## config.mk

```make
export PLATFORM = sky130hd
export DESIGN_NAME = spi_flash_top
export DESIGN_NICKNAME = d
export VERILOG_FILES = /design/src/rtl/spi_flash_pkg.sv /design/src/rtl/spi_flash_top.sv /design/src/rtl/dma_writer.sv /design/src/rtl/spi_sequencer.sv /design/src/rtl/flash_regs.sv
export VERILOG_INCLUDE_DIRS = /design/src /design/src/rtl
export SDC_FILE = /design/constraint.sdc
export NUM_CORES = 1
export LEC_CHECK = 0
export BUFFER_PORTS_ARGS = -buffer_cell sky130_fd_sc_hd__buf_2
export CORE_AREA = 4 4 188 135
export CTS_BUF_LIST = sky130_fd_sc_hd__clkbuf_16
export CTS_CLUSTER_SIZE = 20
export DETAILED_ROUTE_END_ITERATION = 6
export DIE_AREA = 0 0 192 139
export GPL_TIMING_DRIVEN = 0
export PLACE_DENSITY = 0.64
export SYNTH_ARGS = -nofsm -noshare
export SYNTH_HDL_FRONTEND = slang
export SYNTH_SLANG_ARGS = --single-unit
```

## constraint.sdc

```tcl
create_clock -name CLK -period 7.7 [get_ports CLK]
set_clock_uncertainty 0.2 [all_clocks]
set_input_delay 0.385 -clock CLK [delete_from_list [all_inputs] [get_ports CLK]]
set_output_delay 0.385 -clock CLK [all_outputs]
set_load 0.01 [all_outputs]
```

## src/rtl/spi_flash_consts.svh

```systemverilog
/*
 * Register map, opcodes and serial timing for the SPI flash reader.
 * SCK is fixed at SPI_TICKS_PER_BIT clocks per bit; there is no divider register.
 */
`ifndef SPI_FLASH_CONSTS_SVH
`define SPI_FLASH_CONSTS_SVH

// Serial timing ---------------------------
`define SPI_TICKS_PER_BIT	8	// CLK cycles per SCK bit.
`define SPI_SCK_RISE		4	// SCK rises and MISO is sampled here.

// Host register indices -------------------
`define REG_ADDR_LO		4'd0	// Word address bits 15:0.
`define REG_ADDR_HI		4'd1	// Word address bits 22:16.
`define REG_CMD			4'd2	// Bit 0 read, bit 1 wake.
`define REG_DATA		4'd3
`define REG_STATUS		4'd4	// Bit 0 done, bit 1 busy.
`define REG_DMA_BASE	4'd5
`define REG_DMA_COUNT	4'd6	// Zero means no DMA.

// Flash opcodes
`define OPC_READ		8'h03
`define OPC_WAKE		8'hAB

`endif
```

## src/rtl/spi_flash_pkg.sv

```systemverilog
/*
 * Types shared by the register front end, the serial engine and the DMA writer.
 */
package spi_flash_pkg;

	// Operation requested by a command write.
	typedef enum logic {
		OP_READ = 1'b0,
		OP_WAKE = 1'b1
	} flash_op_t;

	// Job snapshot taken when a command is launched.
	typedef struct packed {
		flash_op_t   op;
		logic [22:0] word_addr;	// 16-bit word address in flash.
		logic [15:0] count;		// Words to DMA, zero for register only.
		logic [15:0] dma_base;	// First memory address.
	} flash_job_t;

	// One word bound for memory.
	typedef struct packed {
		logic [15:0] addr;
		logic [15:0] data;
	} mem_beat_t;

endpackage

```

## src/rtl/spi_flash_top.sv

```systemverilog
/*
 * SPI NOR flash reader with host registers and a DMA write port.
 * Read opcode 03h only; SCK runs at CLK / 8.
 */
`timescale 1ns/1ps

module spi_flash_top (
	input  logic        CLK,
	input  logic        RSTb,
	input  logic [3:0]  ADDRESS,
	input  logic [15:0] DATA_IN,
	output logic [15:0] DATA_OUT,
	input  logic        WR,
	output logic        MOSI,
	input  logic        MISO,
	output logic        SCK,
	output logic        CSb,
	output logic        wvalid,
	input  logic        wready,
	output logic [15:0] memory_address,
	output logic [15:0] memory_data
);
	import spi_flash_pkg::*;

	logic        start, busy, finish;
	logic        rx_strobe, beat_strobe, hold;
	logic [15:0] rx_word;
	flash_job_t  job;
	mem_beat_t   beat;

	flash_regs u_regs (
		.CLK(CLK), .RSTb(RSTb),
		.ADDRESS(ADDRESS), .DATA_IN(DATA_IN), .WR(WR), .DATA_OUT(DATA_OUT),
		.busy(busy), .finish(finish),
		.rx_strobe(rx_strobe), .rx_word(rx_word),
		.start(start), .job(job)
	);

	spi_sequencer u_seq (
		.CLK(CLK), .RSTb(RSTb),
		.start(start), .job(job), .hold(hold),
		.MISO(MISO), .CSb(CSb), .SCK(SCK), .MOSI(MOSI),
		.busy(busy), .finish(finish),
		.rx_strobe(rx_strobe), .rx_word(rx_word),
		.beat_strobe(beat_strobe), .beat(beat)
	);

	dma_writer u_dma (
		.CLK(CLK), .RSTb(RSTb),
		.beat_strobe(beat_strobe), .beat(beat),
		.wready(wready), .wvalid(wvalid),
		.memory_address(memory_address), .memory_data(memory_data),
		.hold(hold)
	);

endmodule

```

## src/rtl/dma_writer.sv

```systemverilog
/*
 * One-entry write buffer for the memory port.
 * A new beat must not arrive while hold is high; the sequencer stalls for that.
 */
`timescale 1ns/1ps

module dma_writer (
	input  logic                     CLK,
	input  logic                     RSTb,
	input  logic                     beat_strobe,
	input  spi_flash_pkg::mem_beat_t beat,
	input  logic                     wready,
	output logic                     wvalid,
	output logic [15:0]              memory_address,
	output logic [15:0]              memory_data,
	output logic                     hold
);
	import spi_flash_pkg::*;

	mem_beat_t held_q;
	logic      valid_q;

	// Valid flag ----------------------------
	always_ff @(posedge CLK) begin
		if (!RSTb) begin
			valid_q <= 1'b0;
		end else begin
			if (beat_strobe)
				valid_q <= 1'b1;
			else if (wready)
				valid_q <= 1'b0;	// Taken this cycle.
		end
	end

	// Held beat, stable while valid.
	always_ff @(posedge CLK) begin
		if (beat_strobe)
			held_q <= beat;
	end

	// Memory port ---------------------------
	assign wvalid         = valid_q;
	assign memory_address = held_q.addr;
	assign memory_data    = held_q.data;

	// Stalls the serial engine at the next word boundary.
	assign hold = valid_q;

endmodule

```

## src/rtl/spi_sequencer.sv

```systemverilog
/*
 * SPI mode 0 engine. Pins are registered one cycle behind the FSM.
 * Each received word is byte swapped so the first byte lands low.
 * Stalls between words while the DMA writer still holds a word.
 */
`timescale 1ns/1ps
`include "spi_flash_consts.svh"

module spi_sequencer (
	input  logic                     CLK,
	input  logic                     RSTb,
	input  logic                     start,
	input  spi_flash_pkg::flash_job_t job,
	input  logic                     hold,
	input  logic                     MISO,
	output logic                     CSb,
	output logic                     SCK,
	output logic                     MOSI,
	output logic                     busy,
	output logic                     finish,
	output logic                     rx_strobe,
	output logic [15:0]              rx_word,
	output logic                     beat_strobe,
	output spi_flash_pkg::mem_beat_t beat
);
	import spi_flash_pkg::*;

	localparam int TICK_W = $clog2(`SPI_TICKS_PER_BIT);
	localparam logic [TICK_W-1:0] LAST_TICK = TICK_W'(`SPI_TICKS_PER_BIT - 1);
	localparam logic [TICK_W-1:0] RISE_TICK = TICK_W'(`SPI_SCK_RISE);

	typedef enum logic [2:0] {
		S_IDLE, S_OPCODE, S_ADDRESS, S_DATA, S_STALL, S_FINISH
	} seq_state_t;

	seq_state_t        state_q;
	logic [TICK_W-1:0] tick_q;
	logic [4:0]        bit_q;
	logic [23:0]       sr_q;		// Opcode, then byte address.
	logic [15:0]       rx_sr_q;
	logic [15:0]       rx_word_q;
	logic [15:0]       words_left_q;
	logic [15:0]       word_idx_q;
	logic              csb_q, sck_q, mosi_q;
	logic              finish_q, rx_strobe_q, beat_strobe_q;
	mem_beat_t         beat_q;

	logic        shifting, bit_end, word_end, dma_job, beat_fire;
	logic [15:0] swapped;

	assign shifting  = (state_q == S_OPCODE) || (state_q == S_ADDRESS) || (state_q == S_DATA);
	assign bit_end   = shifting && (tick_q == LAST_TICK);
	assign word_end  = (state_q == S_DATA) && bit_end && (bit_q == 5'd15);
	assign dma_job   = (job.count != 16'd0);
	assign beat_fire = (word_end && dma_job && !hold) || ((state_q == S_STALL) && !hold);
	assign swapped   = {rx_sr_q[7:0], rx_sr_q[15:8]};

	// Control -------------------------------
	always_ff @(posedge CLK) begin
		if (!RSTb) begin
			state_q       <= S_IDLE;
			tick_q        <= '0;
			bit_q         <= '0;
			words_left_q  <= '0;
			word_idx_q    <= '0;
			csb_q         <= 1'b1;
			sck_q         <= 1'b0;
			mosi_q        <= 1'b0;
			finish_q      <= 1'b0;
			rx_strobe_q   <= 1'b0;
			beat_strobe_q <= 1'b0;
		end else begin
			csb_q         <= !(shifting || (state_q == S_STALL));
			sck_q         <= shifting && (tick_q >= RISE_TICK);
			mosi_q        <= ((state_q == S_OPCODE) || (state_q == S_ADDRESS)) && sr_q[23];
			finish_q      <= 1'b0;
			rx_strobe_q   <= word_end;
			beat_strobe_q <= beat_fire;
			if (shifting)
				tick_q <= bit_end ? '0 : tick_q + 1'b1;
			if (bit_end)
				bit_q <= bit_q + 1'b1;
			if (beat_fire)
				word_idx_q <= word_idx_q + 1'b1;
			case (state_q)
				S_IDLE:
					if (start) begin
						state_q      <= S_OPCODE;
						tick_q       <= '0;
						bit_q        <= '0;
						word_idx_q   <= '0;
						words_left_q <= dma_job ? job.count : 16'd1;
					end
				S_OPCODE:
					if (bit_end && bit_q == 5'd7) begin
						bit_q   <= '0;
						state_q <= (job.op == OP_WAKE) ? S_FINISH : S_ADDRESS;
					end
				S_ADDRESS:
					if (bit_end && bit_q == 5'd23) begin
						bit_q   <= '0;
						state_q <= S_DATA;
					end
				S_DATA:
					if (word_end) begin
						bit_q        <= '0;
						words_left_q <= words_left_q - 1'b1;
						if (dma_job && hold)
							state_q <= S_STALL;	// Previous word not yet taken.
						else if (words_left_q == 16'd1)
							state_q <= S_FINISH;
					end
				S_STALL:
					if (!hold)
						state_q <= (words_left_q == 16'd0) ? S_FINISH : S_DATA;
				S_FINISH:
					if (!hold && !beat_strobe_q) begin	// Last write accepted.
						finish_q <= 1'b1;
						state_q  <= S_IDLE;
					end
				default: state_q <= S_IDLE;
			endcase
		end
	end

	// Shift registers and word capture.
	always_ff @(posedge CLK) begin
		if (state_q == S_IDLE && start)
			sr_q <= {(job.op == OP_WAKE) ? `OPC_WAKE : `OPC_READ, 16'h0000};
		else if (state_q == S_OPCODE && bit_end && bit_q == 5'd7)
			sr_q <= {job.word_addr, 1'b0};	// Byte address.
		else if (bit_end && state_q != S_DATA)
			sr_q <= {sr_q[22:0], 1'b0};
		if (state_q == S_DATA && tick_q == RISE_TICK)
			rx_sr_q <= {rx_sr_q[14:0], MISO};
		if (word_end)
			rx_word_q <= swapped;
		if (beat_fire)
			beat_q <= '{addr: job.dma_base + word_idx_q, data: word_end ? swapped : rx_word_q};
	end

	assign CSb         = csb_q;
	assign SCK         = sck_q;
	assign MOSI        = mosi_q;
	assign busy        = (state_q != S_IDLE) || finish_q;
	assign finish      = finish_q;
	assign rx_strobe   = rx_strobe_q;
	assign rx_word     = rx_word_q;
	assign beat_strobe = beat_strobe_q;
	assign beat        = beat_q;

endmodule

```

## src/rtl/flash_regs.sv

```systemverilog
/*
 * Host register port. Reads are combinational from ADDRESS.
 * Command writes while a job is running or launching are dropped.
 */
`timescale 1ns/1ps
`include "spi_flash_consts.svh"

module flash_regs (
	input  logic                     CLK,
	input  logic                     RSTb,
	input  logic [3:0]               ADDRESS,
	input  logic [15:0]              DATA_IN,
	input  logic                     WR,
	output logic [15:0]              DATA_OUT,
	input  logic                     busy,
	input  logic                     finish,
	input  logic                     rx_strobe,
	input  logic [15:0]              rx_word,
	output logic                     start,
	output spi_flash_pkg::flash_job_t job
);
	import spi_flash_pkg::*;

	logic [15:0] addr_lo_q;
	logic [6:0]  addr_hi_q;
	logic [15:0] dma_base_q;
	logic [15:0] dma_count_q;
	logic [15:0] data_q;
	logic        done_q;
	logic        start_q;
	flash_job_t  job_q;
	logic        job_busy;
	logic        launch;

	assign job_busy = busy | start_q;	// Covers the cycle before the engine leaves idle.
	assign launch   = WR && (ADDRESS == `REG_CMD) && (DATA_IN[1:0] != 2'b00) && !job_busy;

	assign start = start_q;
	assign job   = job_q;

	// Control and configuration -------------
	always_ff @(posedge CLK) begin
		if (!RSTb) begin
			addr_lo_q   <= '0;
			addr_hi_q   <= '0;
			dma_base_q  <= '0;
			dma_count_q <= '0;
			start_q     <= 1'b0;
			done_q      <= 1'b0;
		end else begin
			start_q <= launch;
			if (launch)
				done_q <= 1'b0;
			else if (finish)
				done_q <= 1'b1;
			if (WR) begin
				case (ADDRESS)
					`REG_ADDR_LO:   addr_lo_q   <= DATA_IN;
					`REG_ADDR_HI:   addr_hi_q   <= DATA_IN[6:0];
					`REG_DMA_BASE:  dma_base_q  <= DATA_IN;
					`REG_DMA_COUNT: dma_count_q <= DATA_IN;
					default: ;
				endcase
			end
		end
	end

	// Job snapshot and received word.
	always_ff @(posedge CLK) begin
		if (launch) begin
			job_q <= '{
				op:        (DATA_IN[0] ? OP_READ : OP_WAKE),	// Read wins.
				word_addr: {addr_hi_q, addr_lo_q},
				count:     dma_count_q,
				dma_base:  dma_base_q
			};
		end
		if (rx_strobe)
			data_q <= rx_word;
	end

	// Read mux ------------------------------
	always_comb begin
		case (ADDRESS)
			`REG_DATA:   DATA_OUT = data_q;
			`REG_STATUS: DATA_OUT = {14'd0, job_busy, done_q};
			default:     DATA_OUT = 16'h0000;
		endcase
	end

endmodule

```

==> impl_metrics.yaml <==
worst_setup_path:
  crit_arrival_ns: 3.52
  timing.rr.start: "u_seq.tick_q[0]"
  crit_fanout: 18
  worstSetupEndpointType: "register"
  startpoint: "u_seq.tick_q[0]"
  crit_chain: "ha_1, ha_1, clkbuf_1, and3_1, buf_2, a21oi_1, clkbuf_1, nor2_4, buf_16, xnor2_1, nor2_1"
  cpPeakStageDelay_ns: 0.59
  cp_slowest_cell: "a21oi_1"
  cp.required_ns: 7.90
  startpoint_type: "register"
  worstSetupPathType: "reg -> reg"
  reg2reg_depth: 11
synth:
  syn_nets: 1048
  synth.cell_area_um2: 11700
  ys_seq_elements: 298
  syn_inst: 999
  yosys_warnings: 0
  syn_avg_cell_area_um2: 11.7
  ys_types: 66
  ys.flop_type: "edfxtp_1"
  async_reset_ff_share_pct: 0
  synth_edf_count: 160
  ys_seq_area_share_pct: 64.8
place:
  dp.final_hpwl_um: 18000
  place_congestion: 0.892
  portBuffers: 76
timing:
  drv_slew: 0
  fin_hold_ws_ns: 0.0620
  final_min_period_over_clock_period_pct: 43.1
  relSlewSlack_pct: 26.7
  worst_slew_pin_slew_ns: 1.09
  setup_viol_count_final: 0
  fin_crit_ns: 3.32
  clock.fmax_mhz: 301
  rsz0062_at_grt: "false"
  hold_violations: 0
pwr:
  p_per_area_nw_per_um2: 228
  worst_ir_drop_vdd_mv: 0.152
  leakage_nw: 5.17
  power_mw: 3.12
die:
  dieArea_um2: 26700
  dieHeight_um: 139
  die_w_um: 192
  core_area_um2: 23500
  initial_core_util_pct: 49.8
  row_count: 47
  ios: 77
drt:
  vias_per_cell: 5.45
  postRouteWirelength_um: 25500
  ant_nets: 0
  wl_per_cell_um: 17.4
  drcViolationCount: 0
  drt_iter0_drc: 718
  vias: 8015
  dr.pass1.iters: 6
layout:
  layout-drive-gt1-share_pct: 12.8
  final-seq-area_um2: 7570
  final_common_cell: "edfxtp_1"
  final_util_pct: 58.3
  mostFrequentLayoutCells: "edfxtp_1, dfxtp_1, nor2_1"
  syn2layout_area_growth_pct: 17.2
  multi_input_area_um2: 3860
  antenna_cells: 0
  nFillCells: 1975
  finalNetCount: 1179
  largest_register_ffs: 56
grt:
  grt_pass1_vias: 7295
  grt_usage_pct: 18.9
  antenna_found_initial: 1
  grt_first_pass_wirelength_um: 40500
  grt_max_degree: 36
  overflow: 0
clock_network:
  cts_max_level: 1
  cts_setup_buffers: 0
  cts_tree: "built"
  clockBufferDepth: 3
  clock_latency_ns: 0.53
  cts.clk_slew.worst_paths_ns: 0.07
  root_buffer: "clkbuf_16"
  cts.sinks: 298
  cts_inserted_buffers: 28
worst_hold_path:
  min_from: "ADDRESS[1]"
  hold_path.class: "in -> reg"
  hold_path_depth: 3
flow_run:
  cap_violations: 0
status:
  status: "finished clean"
## cell usage after synthesis (all sizes together) (3+ instances only)
cell / number / area share (%)
dfxtp: 138 / 24
mux2i: 52 / 4.5
a22oi: 11 / 0.71
o21ai: 25 / 1.1
nand3b: 4 / 0.29
buf: 9 / 0.32
a41oi: 3 / 0.23
o21bai: 4 / 0.26
xnor2: 20 / 1.5
nor2: 131 / 4.2
nor3: 17 / 0.73
or4: 9 / 0.64
edfxtp: 160 / 41
nor3b: 9 / 0.58
and3: 7 / 0.37
a211oi: 17 / 1.1
nand4: 5 / 0.27
a21oi: 59 / 2.6
nor4: 11 / 0.59
or3: 4 / 0.21
ha: 23 / 2.5
nand3: 13 / 0.56
a21o: 3 / 0.19
clkbuf: 37 / 1.4
nand2: 128 / 4.1
xor2: 4 / 0.30
nor4b: 5 / 0.37
and2: 19 / 1.0
inv: 15 / 0.48
nand2b: 4 / 0.21
a31oi: 4 / 0.21
o31ai: 6 / 0.39
o21a: 5 / 0.32
## worst paths after layout
check                           slack [ns]                       to
worst min register to register        0.21  u_dma.memory_address[6]
worst min-delay path                  0.06             u_regs.start
worst max-delay path                  4.38      u_seq.word_idx_q[0]
worst max register to register        4.38      u_seq.word_idx_q[0]
## what timing repair did
action | 4_1_cts | 5_1_grt
gates resized for setup | 0 | 0
endpoints found under the setup margin | 0 | 0
hold buffers | 19 | 0
hold endpoints to repair | 53 | 0
## cell type report
class,count,area share [%]
sequential,298,55.3
multi-input combinational,640,28.2
clock buffer,29,5.30
timing repair buffer,101,4.81
tap,318,2.91
clock inverter,23,1.52
buffer,46,1.51
inverter,15,0.411
## power by group
part           total (mW)  internal, mW  switching (mW)
Sequential           1.67          1.67         0.00348
Combinational      0.0665        0.0255          0.0410
Clock                1.39         0.814           0.575
## logic make-up after synthesis
logic type | after synthesis | share of synthesized area, %
AOI/OAI and AO/OA | 161 | 8.93
and+or+nand+nor | 379 | 15.1
xor gates and xnor gates | 24 | 1.80
muxes | 52 | 4.46
DFF | 298 | 64.8
buffers and inverters | 61 | 2.25
adders and majority gates | 24 | 2.64
## layer usage
layer | share of wire (%) | vias up | track usage, %
li1 | - | 3879 | -
met1 | 49 | 3832 | 30.4
met2 | 42 | 268 | 26.4
met3 | 7.1 | 36 | 3.47
met4 | 2.0 | 0 | 4.31
met5 | 0 | - | 0
## critical path, delay by kind of cell (launching register included)
kind | cells | cell delay (ns)
adder cells (fa/ha/maj) | 2 | 0.37
buffers and inverters | 4 | 1.05
flip-flops | 1 | 0.33
AND/OR/NAND/NOR | 3 | 0.49
XOR/XNOR | 1 | 0.15
AO/OA/AOI/OAI | 1 | 0.59
## stage by stage
step	cells	setup TNS, ns	setup WS, ns	area (um^2)
after floorplan	999	0	2.17	11700
after global placement	1393	-10.20	-0.188	12500
after detailed placement	1399	0	4.44	12600
after CTS	1470	0	4.41	13700
after global routing	1470	0	4.15	13700
final	1470	0	4.38	13700
Power figures use the tool's default switching activity.
